File: config.mk
export PLATFORM = sky130hd
export DESIGN_NAME = core_glue_top
export DESIGN_NICKNAME = d
export VERILOG_FILES = /design/src/hw/core_ctrl_pkg.sv /design/src/hw/video_pkg.sv /design/src/hw/core_glue_top.sv /design/src/hw/core_reset_gen.sv /design/src/hw/dataslot_target_ctrl.sv /design/src/hw/rtc_seconds.sv /design/src/hw/video_out_stage.sv
export SDC_FILE = /design/constraint.sdc
export NUM_CORES = 1
export LEC_CHECK = 0
export BUFFER_PORTS_ARGS = -buffer_cell sky130_fd_sc_hd__buf_2
export CAP_MARGIN = 40
export CORE_UTILIZATION = 54
export DETAILED_ROUTE_END_ITERATION = 6
export GPL_TIMING_DRIVEN = 0
export PLACE_DENSITY = 0.87
export SLEW_MARGIN = 20
export SYNTH_ARGS = -nofsm -noshare
export SYNTH_HDL_FRONTEND = slang
export SYNTH_SLANG_ARGS = --single-unit
File: constraint.sdc
create_clock -name clk_sys_57_12 -period 5.45 [get_ports clk_sys_57_12]
set_input_delay 1.09 -clock clk_sys_57_12 [delete_from_list [all_inputs] [get_ports clk_sys_57_12]]
set_output_delay 1.09 -clock clk_sys_57_12 [all_outputs]
set_load 0.03 [all_outputs]
File: src/hw/core_ctrl_pkg.sv
// Control-side types and defaults for the system-clock glue.
// Defaults assume a 57.12 MHz system clock. Override them through the
// top-level parameters for simulation or other clock rates.

package core_ctrl_pkg;

  ////////////////////////////////////////////////////////////////////////////
  // wall clock

  // unix seconds as delivered by the host
  typedef logic [31:0] rtc_seconds_t;

  // one second of clk_sys_57_12
  parameter int unsigned DEF_TICKS_PER_SECOND = 57_120_000;

  ////////////////////////////////////////////////////////////////////////////
  // core reset

  // hold length after a menu or start-key reset
  parameter int unsigned DEF_RESET_HOLD = 65_535;

  ////////////////////////////////////////////////////////////////////////////
  // data slot requests

  // encoding matches the bridge target command type field
  typedef enum logic [1:0] {
    DS_READ     = 2'd0,
    DS_WRITE    = 2'd1,
    DS_GETFILE  = 2'd2,
    DS_OPENFILE = 2'd3
  } dataslot_req_e;

  typedef logic [31:0] bridge_addr_t;

  // long enough for the slower side to see the request level
  parameter int unsigned DEF_STRETCH_CYCLES = 7;

endpackage

File: src/hw/video_pkg.sv
// Pixel formats and end-of-line word layout for the video output stage.
// The end-of-line word is only meaningful in the pixel slot after DE.

package video_pkg;

  // soft core pixel with 5/6/5 bits
  typedef struct packed {
    logic [4:0] red;
    logic [5:0] green;
    logic [4:0] blue;
  } rgb565_t;

  // scaler pixel with 8 bits per color
  typedef struct packed {
    logic [7:0] red;
    logic [7:0] green;
    logic [7:0] blue;
  } rgb888_t;

  // selects one of the scaler modes set up by the host
  typedef logic [2:0] scaler_slot_t;

  // slot field position inside the end-of-line word
  parameter int EOL_SLOT_LSB = 13;

endpackage

File: src/hw/core_glue_top.sv
// System-clock glue for the core with everything on clk_sys_57_12.
// Host-side inputs are assumed to be in this clock domain already.
// Only start_key may be asynchronous.

`timescale 1ns/1ps

module core_glue_top #(
  parameter int unsigned TICKS_PER_SECOND = core_ctrl_pkg::DEF_TICKS_PER_SECOND,
  parameter int unsigned RESET_HOLD       = core_ctrl_pkg::DEF_RESET_HOLD,
  parameter int unsigned STRETCH_CYCLES   = core_ctrl_pkg::DEF_STRETCH_CYCLES
) (
  input  logic                         clk_sys_57_12,
  input  logic                         rst,
  // reset sources
  input  logic                         host_run,
  input  logic                         menu_reset,
  input  logic                         start_key,
  input  logic                         enable_reset_plus,
  input  logic                         dataslot_requestwrite,
  input  logic                         dataslot_allcomplete,
  // wall clock
  input  logic                         rtc_valid,
  input  core_ctrl_pkg::rtc_seconds_t  rtc_epoch,
  // data slot requests
  input  logic                         req_read,
  input  logic                         req_write,
  input  logic                         req_getfile,
  input  logic                         req_openfile,
  input  core_ctrl_pkg::bridge_addr_t  ram_data_address,
  input  logic                         target_done,
  // video from the soft core
  input  video_pkg::rgb565_t           pixel,
  input  logic                         de,
  input  logic                         hsync,
  input  logic                         vsync,
  input  video_pkg::scaler_slot_t      scaler_slot,
  // outputs
  output logic                         core_reset,
  output core_ctrl_pkg::rtc_seconds_t  rtc_now,
  output logic                         target_request,
  output core_ctrl_pkg::dataslot_req_e target_type,
  output core_ctrl_pkg::bridge_addr_t  target_ram_address,
  output logic                         complete_trigger,
  output video_pkg::rgb888_t           video_rgb,
  output logic                         video_de,
  output logic                         video_hs,
  output logic                         video_vs
);

  rtc_seconds #(
    .TICKS_PER_SECOND(TICKS_PER_SECOND)
  ) i_rtc_seconds (
    .clk_sys_57_12(clk_sys_57_12),
    .rst          (rst),
    .rtc_valid    (rtc_valid),
    .rtc_epoch    (rtc_epoch),
    .rtc_now      (rtc_now)
  );

  core_reset_gen #(
    .RESET_HOLD(RESET_HOLD)
  ) i_core_reset_gen (
    .clk_sys_57_12        (clk_sys_57_12),
    .rst                  (rst),
    .host_run             (host_run),
    .menu_reset           (menu_reset),
    .start_key            (start_key),
    .enable_reset_plus    (enable_reset_plus),
    .dataslot_requestwrite(dataslot_requestwrite),
    .dataslot_allcomplete (dataslot_allcomplete),
    .core_reset           (core_reset)
  );

  dataslot_target_ctrl #(
    .STRETCH_CYCLES(STRETCH_CYCLES)
  ) i_dataslot_target_ctrl (
    .clk_sys_57_12     (clk_sys_57_12),
    .rst               (rst),
    .req_read          (req_read),
    .req_write         (req_write),
    .req_getfile       (req_getfile),
    .req_openfile      (req_openfile),
    .ram_data_address  (ram_data_address),
    .target_done       (target_done),
    .target_request    (target_request),
    .target_type       (target_type),
    .target_ram_address(target_ram_address),
    .complete_trigger  (complete_trigger)
  );

  video_out_stage i_video_out_stage (
    .clk_sys_57_12(clk_sys_57_12),
    .rst          (rst),
    .pixel        (pixel),
    .de           (de),
    .hsync        (hsync),
    .vsync        (vsync),
    .scaler_slot  (scaler_slot),
    .video_rgb    (video_rgb),
    .video_de     (video_de),
    .video_hs     (video_hs),
    .video_vs     (video_vs)
  );

endmodule

File: src/hw/core_reset_gen.sv
// Core reset from host run flag, download window and a hold timer.
// start_key is asynchronous and gets a two-flop synchronizer here.
// menu_reset must already be a single-cycle pulse on clk_sys_57_12.
// core_reset comes out of reset high.

`timescale 1ns/1ps

module core_reset_gen #(
  parameter int unsigned RESET_HOLD = core_ctrl_pkg::DEF_RESET_HOLD
) (
  input  logic clk_sys_57_12,
  input  logic rst,
  input  logic host_run,
  input  logic menu_reset,
  input  logic start_key,
  input  logic enable_reset_plus,
  input  logic dataslot_requestwrite,
  input  logic dataslot_allcomplete,
  output logic core_reset
);

  localparam int HOLD_W = $clog2(RESET_HOLD + 1);

  logic              start_key_meta;
  logic              start_key_sync;
  logic              start_key_prev;
  logic              start_edge;
  logic              hold_trigger;
  logic [HOLD_W-1:0] hold_timer;
  logic              download_flag;
  logic              download_next;

  assign start_edge    = start_key_sync & ~start_key_prev;
  assign hold_trigger  = menu_reset | (start_edge & enable_reset_plus);
  assign download_next = dataslot_requestwrite | (download_flag & ~dataslot_allcomplete);

  // start key synchronizer and edge detect
  always_ff @(posedge clk_sys_57_12) begin
    if (rst) begin
      start_key_meta <= 1'b0;
      start_key_sync <= 1'b0;
      start_key_prev <= 1'b0;
    end else begin
      start_key_meta <= start_key;
      start_key_sync <= start_key_meta;
      start_key_prev <= start_key_sync;
    end
  end

  ////////////////////////////////////////////////////////////////////////////
  // hold timer, download window and reset output

  always_ff @(posedge clk_sys_57_12) begin
    if (rst) begin
      hold_timer    <= '0;
      download_flag <= 1'b0;
      core_reset    <= 1'b1;
    end else begin
      if (hold_trigger) begin
        hold_timer <= HOLD_W'(RESET_HOLD);
      end else if (hold_timer != '0) begin
        hold_timer <= hold_timer - HOLD_W'(1);
      end
      download_flag <= download_next;
      // trigger term makes the reset start one cycle after the pulse
      core_reset    <= ~host_run | download_next | hold_trigger | (hold_timer != '0);
    end
  end

  // the core stays in reset for the whole download window
  a_download_holds: assert property (@(posedge clk_sys_57_12) disable iff (rst)
    download_flag |-> core_reset);

endmodule

File: src/hw/dataslot_target_ctrl.sv
// Turns soft-core data slot request edges into a stretched request level.
// Read wins over write, getfile and openfile when edges coincide.
// A new edge during a stretch restarts it with the new type.
// target_ram_address follows ram_data_address while any request is high.

`timescale 1ns/1ps

module dataslot_target_ctrl #(
  parameter int unsigned STRETCH_CYCLES = core_ctrl_pkg::DEF_STRETCH_CYCLES
) (
  input  logic                         clk_sys_57_12,
  input  logic                         rst,
  input  logic                         req_read,
  input  logic                         req_write,
  input  logic                         req_getfile,
  input  logic                         req_openfile,
  input  core_ctrl_pkg::bridge_addr_t  ram_data_address,
  input  logic                         target_done,
  output logic                         target_request,
  output core_ctrl_pkg::dataslot_req_e target_type,
  output core_ctrl_pkg::bridge_addr_t  target_ram_address,
  output logic                         complete_trigger
);
  import core_ctrl_pkg::*;

  localparam int CNT_W = $clog2(STRETCH_CYCLES + 1);

  logic [3:0]       req_vec;
  logic [3:0]       req_prev;
  logic [3:0]       req_rise;
  logic             req_edge;
  logic [CNT_W-1:0] stretch_cnt;
  logic             target_done_prev;
  dataslot_req_e    next_type;

  // bit order follows the type encoding
  assign req_vec  = {req_openfile, req_getfile, req_write, req_read};
  assign req_rise = req_vec & ~req_prev;
  assign req_edge = |req_rise;

  always_comb begin
    if (req_rise[0]) next_type = DS_READ;
    else if (req_rise[1]) next_type = DS_WRITE;
    else if (req_rise[2]) next_type = DS_GETFILE;
    else if (req_rise[3]) next_type = DS_OPENFILE;
    else next_type = target_type;
  end

  always_ff @(posedge clk_sys_57_12) begin
    if (rst) begin
      req_prev         <= '0;
      stretch_cnt      <= '0;
      target_type      <= DS_READ;
      target_done_prev <= 1'b0;
      complete_trigger <= 1'b0;
    end else begin
      req_prev         <= req_vec;
      target_done_prev <= target_done;
      complete_trigger <= target_done & ~target_done_prev;
      if (req_edge) begin
        stretch_cnt <= CNT_W'(STRETCH_CYCLES);
        target_type <= next_type;
      end else if (stretch_cnt != '0) begin
        stretch_cnt <= stretch_cnt - CNT_W'(1);
      end
    end
  end

  assign target_request = (stretch_cnt != '0);

  // address is taken while the soft core holds its request
  always_ff @(posedge clk_sys_57_12) begin
    if (|req_vec) begin
      target_ram_address <= ram_data_address;
    end
  end

  a_stretch_len: assert property (@(posedge clk_sys_57_12) disable iff (rst)
    (!req_edge) [*STRETCH_CYCLES] |=> !target_request);

endmodule

File: src/hw/rtc_seconds.sv
// Seconds counter loaded from the host epoch on a rising edge of rtc_valid.
// Accuracy depends on TICKS_PER_SECOND matching the real clock rate.
// Counts from zero until the first epoch load.

`timescale 1ns/1ps

module rtc_seconds #(
  parameter int unsigned TICKS_PER_SECOND = core_ctrl_pkg::DEF_TICKS_PER_SECOND
) (
  input  logic                        clk_sys_57_12,
  input  logic                        rst,
  input  logic                        rtc_valid,
  input  core_ctrl_pkg::rtc_seconds_t rtc_epoch,
  output core_ctrl_pkg::rtc_seconds_t rtc_now
);
  import core_ctrl_pkg::*;

  localparam int TICK_W = $clog2(TICKS_PER_SECOND + 1);
  localparam logic [TICK_W-1:0] TICK_RELOAD = TICK_W'(TICKS_PER_SECOND - 1);

  logic              rtc_valid_prev;
  logic              rtc_load;
  logic [TICK_W-1:0] tick_cnt;

  assign rtc_load = rtc_valid & ~rtc_valid_prev;

  always_ff @(posedge clk_sys_57_12) begin
    if (rst) begin
      rtc_valid_prev <= 1'b0;
      tick_cnt       <= TICK_RELOAD;
      rtc_now        <= '0;
    end else begin
      rtc_valid_prev <= rtc_valid;
      if (rtc_load) begin
        // epoch load restarts the second
        rtc_now  <= rtc_epoch;
        tick_cnt <= TICK_RELOAD;
      end else if (tick_cnt == '0) begin
        rtc_now  <= rtc_now + rtc_seconds_t'(1);
        tick_cnt <= TICK_RELOAD;
      end else begin
        tick_cnt <= tick_cnt - TICK_W'(1);
      end
    end
  end

  // outside an epoch load the wall clock only ever steps by one second
  a_rtc_step: assert property (@(posedge clk_sys_57_12) disable iff (rst)
    !$past(rtc_load) |-> (rtc_seconds_t'(rtc_now - $past(rtc_now)) <= rtc_seconds_t'(1)));

endmodule

File: src/hw/video_out_stage.sv
// RGB565 to RGB888 output stage for the scaler with all outputs one cycle late.
// DE is widened to three cycles to leave a blank column at the line end.
// The pixel slot after each line carries the scaler slot for the next line.

`timescale 1ns/1ps

module video_out_stage (
  input  logic                    clk_sys_57_12,
  input  logic                    rst,
  input  video_pkg::rgb565_t      pixel,
  input  logic                    de,
  input  logic                    hsync,
  input  logic                    vsync,
  input  video_pkg::scaler_slot_t scaler_slot,
  output video_pkg::rgb888_t      video_rgb,
  output logic                    video_de,
  output logic                    video_hs,
  output logic                    video_vs
);
  import video_pkg::*;

  logic    de_d1;
  logic    de_d2;
  rgb888_t pixel_rgb888;
  rgb888_t eol_word;

  // top bits fill the low end so full scale stays full scale
  function automatic rgb888_t expand_565(input rgb565_t px);
    rgb888_t wide;
    wide.red   = {px.red, px.red[4:2]};
    wide.green = {px.green, px.green[5:4]};
    wide.blue  = {px.blue, px.blue[4:2]};
    return wide;
  endfunction

  assign pixel_rgb888 = expand_565(pixel);
  assign eol_word     = rgb888_t'(24'(scaler_slot) << EOL_SLOT_LSB);

  ////////////////////////////////////////////////////////////////////////////
  // timing signals

  always_ff @(posedge clk_sys_57_12) begin
    if (rst) begin
      de_d1    <= 1'b0;
      de_d2    <= 1'b0;
      video_de <= 1'b0;
      video_hs <= 1'b0;
      video_vs <= 1'b0;
    end else begin
      de_d1    <= de;
      de_d2    <= de_d1;
      video_de <= de | de_d1 | de_d2;
      video_hs <= hsync;
      video_vs <= vsync;
    end
  end

  ////////////////////////////////////////////////////////////////////////////
  // pixel data

  // video_de still high after de dropped marks the end-of-line slots
  always_ff @(posedge clk_sys_57_12) begin
    if (de) begin
      video_rgb <= pixel_rgb888;
    end else if (video_de) begin
      video_rgb <= eol_word;
    end else begin
      video_rgb <= '0;
    end
  end

  // each active cycle keeps video_de up for the whole three-cycle window
  a_de_widen: assert property (@(posedge clk_sys_57_12) disable iff (rst)
    de |=> video_de [*3]);

endmodule

==> metrics.md <==
| Metric | Value |
|---|---|
| Outcome | `finished, final reports clean` |
| Routed Antenna Nets | `0` |
| CP max-delay cell | `or4_1` |
| Post-CTS Hold Fix Bufs | `0` |
| Final core occ | `71.1%` |
| Port Buffers | `194` |
| Final min period | `2920 ps` |
| Cell Rows | `38` |
| Synthesized area | `5990 sq um` |
| Sequential share of the synthesized area | `54.1%` |
| CTS clk-pin slew, worst paths | `70 ps` |
| Synth Flop Type | `dfxtp_1` |
| Core ar. | `10800 sq um` |
| Final period utilization | `53.5%` |
| # fillers | `769` |
| Synth top area share | `38.1%` |
| Post-synth EDFFs | `32` |
| Met2 usage | `51.7%` |
| Most area-hungry cell type in the Yosys netlist | `dfxtp_1` |
| Worst-Margin Slew | `741 ps` |
| Worst Path Max Fanout | `10` |
| Deepest clock path buffer count | `2` |
| Die height | `107 microns` |
| Pwr Density | `344 nW/um^2` |
| Fin area | `7710 sq um` |
| Final nets | `914` |
| Worst path top cell family by delay | `simple AND/OR/NAND/NOR gates` |
| GR Util All Layers | `28.7%` |
| Max Cap Violations | `0` |
| Reg2Reg Depth | `10` |
| Max Fclk | `343 MHz` |
| CP required | `5920 ps` |
| Largest net degree at the start of global routing | `33` |
| Syn. warnings | `0` |
| Ant diodes | `0` |
| CTS H-Tree Depth | `4` |
| Post-CTS Resized | `0` |
| Hold Vio Cnt, Final | `0` |
| CTS Root Buffer Type | `clkbuf_8` |
| Area Growth Syn to Fin | `28.7%` |
| Vias | `5447` |
| Worst vdd ir | `0.000240 V` |
| TritonCTS Sinks | `146` |
| Initial antenna violation count | `0` |
| Post-CTS Setup Inserts | `0` |
| Worst Hold End | `i_dataslot_target_ctrl.complete_trigger` |
| Unrepaired setup endpoints after global routing | `false` |
| Hold path startpoint | `i_dataslot_target_ctrl.target_done_prev` |
| Iteration-0 DRC Markers | `398` |
| Fin. max-slew vios | `0` |
| Drt total wl | `16500 microns` |
| Vias in the first global route | `5206` |
| CP Class | `flip-flop to flip-flop` |
| Slew Limit Headroom | `50.4%` |
| Synth area leaders | `dfxtp_1 (38%), edfxtp_1 (16%), xnor2_1 (4.7%), nor2_1 (3.6%), a311oi_1 (2.6%)` |
| Gpl congestion | `0.864` |
| Most used cell, CP | `clkbuf_1` |
| Pleak | `0.00313 uW` |
| Nature of the critical path endpoint | `flip-flop` |
| # DRC | `0` |
| GR peak layer | `met2` |
| Syn_area_per_cell | `10.1 sq um` |
| Final setup viols | `0` |
| WL/cell | `17.1 microns` |
| Reg-to-Reg End | `i_rtc_seconds.tick_cnt[16]` |
| Placed inst area | `7140 sq um` |
| Worst hold path type | `flip-flop to flip-flop` |
| Max incr delay on CP | `590 ps` |
| Die width | `107 microns` |
| WP data arrival | `3380 ps` |
| Mapped Nets | `701` |
| Gate Count Post-Synth | `596` |
| Commonest cells post-synth | `dfxtp_1 (114), nor2_1 (58), nand2_1 (39)` |
| Ports | `196` |
| Worst reg2reg startpoint | `i_rtc_seconds.tick_cnt[0]` |
| Clock Skews | `9.04 ps` |
| Initial Util | `55.3%` |
| Global-route wire length before repair | `25100 microns` |
| DRT Pass-1 Iters | `5` |
| Setup TNS | `0 ps` |
| Critical path cell sequence | `inv_1 > ha_1 > nor4b_2 > nand3_1 > or4_1 > clkbuf_1 > and2_1 > clkbuf_1 > buf_2 > nand2_1` |
| #FFs+latches synth | `146` |
| Met3 usage | `7.87%` |
| Grt ovf | `0` |
| Hold depth | `1` |
| Internal reg-to-reg setup slack | `2530 ps` |
| Cell with the most instances after synthesis | `dfxtp_1` |
| Worst Setup Start Kind | `flip-flop` |
| Share of layout cells above drive strength 1 | `30.5%` |
| Synth unique cells | `49` |
| Vias/cell | `5.66` |
| Detailed Place HPWL | `12000 microns` |
| Async set-reset flop share out of synthesis | `0%` |
| Die area | `11500 sq um` |
| CP Buf/Inv Count | `4` |
| Total CTS buffers | `17` |
| CTS tree | `done` |
| Clk_lat worst skew | `530 ps` |
| Met1 Usage GRT | `31.3%` |
-- cells by family (layout without fill, tap and decap cells) --
logic type | after synthesis | in the layout | share of synthesized area [%]
flip-flops | 146 | 146 | 54.1
adder cells (fa/ha/maj) | 5 | 5 | 1.04
multiplexers | 5 | 5 | 0.898
AND/OR/NAND/NOR | 258 | 258 | 23.8
XOR/XNOR | 46 | 46 | 6.73
AO/OA/AOI/OAI | 88 | 88 | 9.77
buffers and inverters | 48 | 274 | 3.61
-- through the flow --
step / total power (uW) / hold slack, ps / worst slack, ps / instances
floorplan: 1430 / 367 / 2970 / 596
global placement: 1550 / 376 / 2700 / 930
detailed placement: 1560 / 386 / 2620 / 930
CTS: 2660 / 394 / 2560 / 962
global route: 2730 / 420 / 2400 / 962
finish: 2650 / 394 / 2530 / 962
-- state kept, by name (all words and copies together) (netlist names), 2 cells and up --
register                                   cells
i_dataslot_target_ctrl.target_type             2
i_dataslot_target_ctrl.target_ram_address     32
i_rtc_seconds.rtc_now                         32
i_dataslot_target_ctrl.req_prev                4
i_rtc_seconds.tick_cnt                        26
i_dataslot_target_ctrl.stretch_cnt             3
i_core_reset_gen.hold_timer                   16
i_video_out_stage.video_rgb                   18
-- cell usage in the layout (no fill, tap or decap), types with 19 or more instances in the layout --
| cell type | n |
|---|---|
| a21oi_1 | 23 |
| clkbuf_1 | 19 |
| edfxtp_1 | 32 |
| xnor2_1 | 32 |
| buf_2 | 199 |
| dfxtp_1 | 114 |
| nand2_1 | 39 |
| nor2_1 | 58 |
| nor3_1 | 20 |
-- routing by layer --
metal / up-vias / share of wire (%)
met3: 45 / 8.0
met4: 0 / 2.5
met1: 2572 / 38
met5: - / 0
li1: 2579 / -
met2: 251 / 51
-- power breakdown --
part           switching, uW  leakage, uW  internal (uW)
Sequential              45.6      0.00128           1170
Clock                    501     0.000282            610
Combinational            213      0.00157            112
-- how the worst max path moves through the flow --
stage | to | cells after the start | slack, ps | start
after floorplan | i_dataslot_target_ctrl.target_ram_address[0] | 1 | 2970 | req_read
after global placement | i_rtc_seconds.tick_cnt[6] | 10 | 2700 | i_rtc_seconds.tick_cnt[0]
after detailed placement | i_rtc_seconds.tick_cnt[16] | 10 | 2620 | i_rtc_seconds.tick_cnt[0]
after CTS | i_rtc_seconds.tick_cnt[16] | 10 | 2560 | i_rtc_seconds.tick_cnt[0]
after global routing | i_rtc_seconds.tick_cnt[16] | 10 | 2400 | i_rtc_seconds.tick_cnt[0]
final | i_rtc_seconds.tick_cnt[16] | 10 | 2530 | i_rtc_seconds.tick_cnt[0]
-- area by class of cell --
cell class,instances,area (sq um),share of cell area [%]
timing repair buffer,194,971,12.6
tap,140,175,2.27
clock inverter,14,131,1.70
clock buffer,18,439,5.70
buffer,33,160,2.08
multi-input combinational,402,2530,32.9
sequential,146,3240,42.1
inverter,15,56.3,0.730
(Power assumes the default switching activity.)
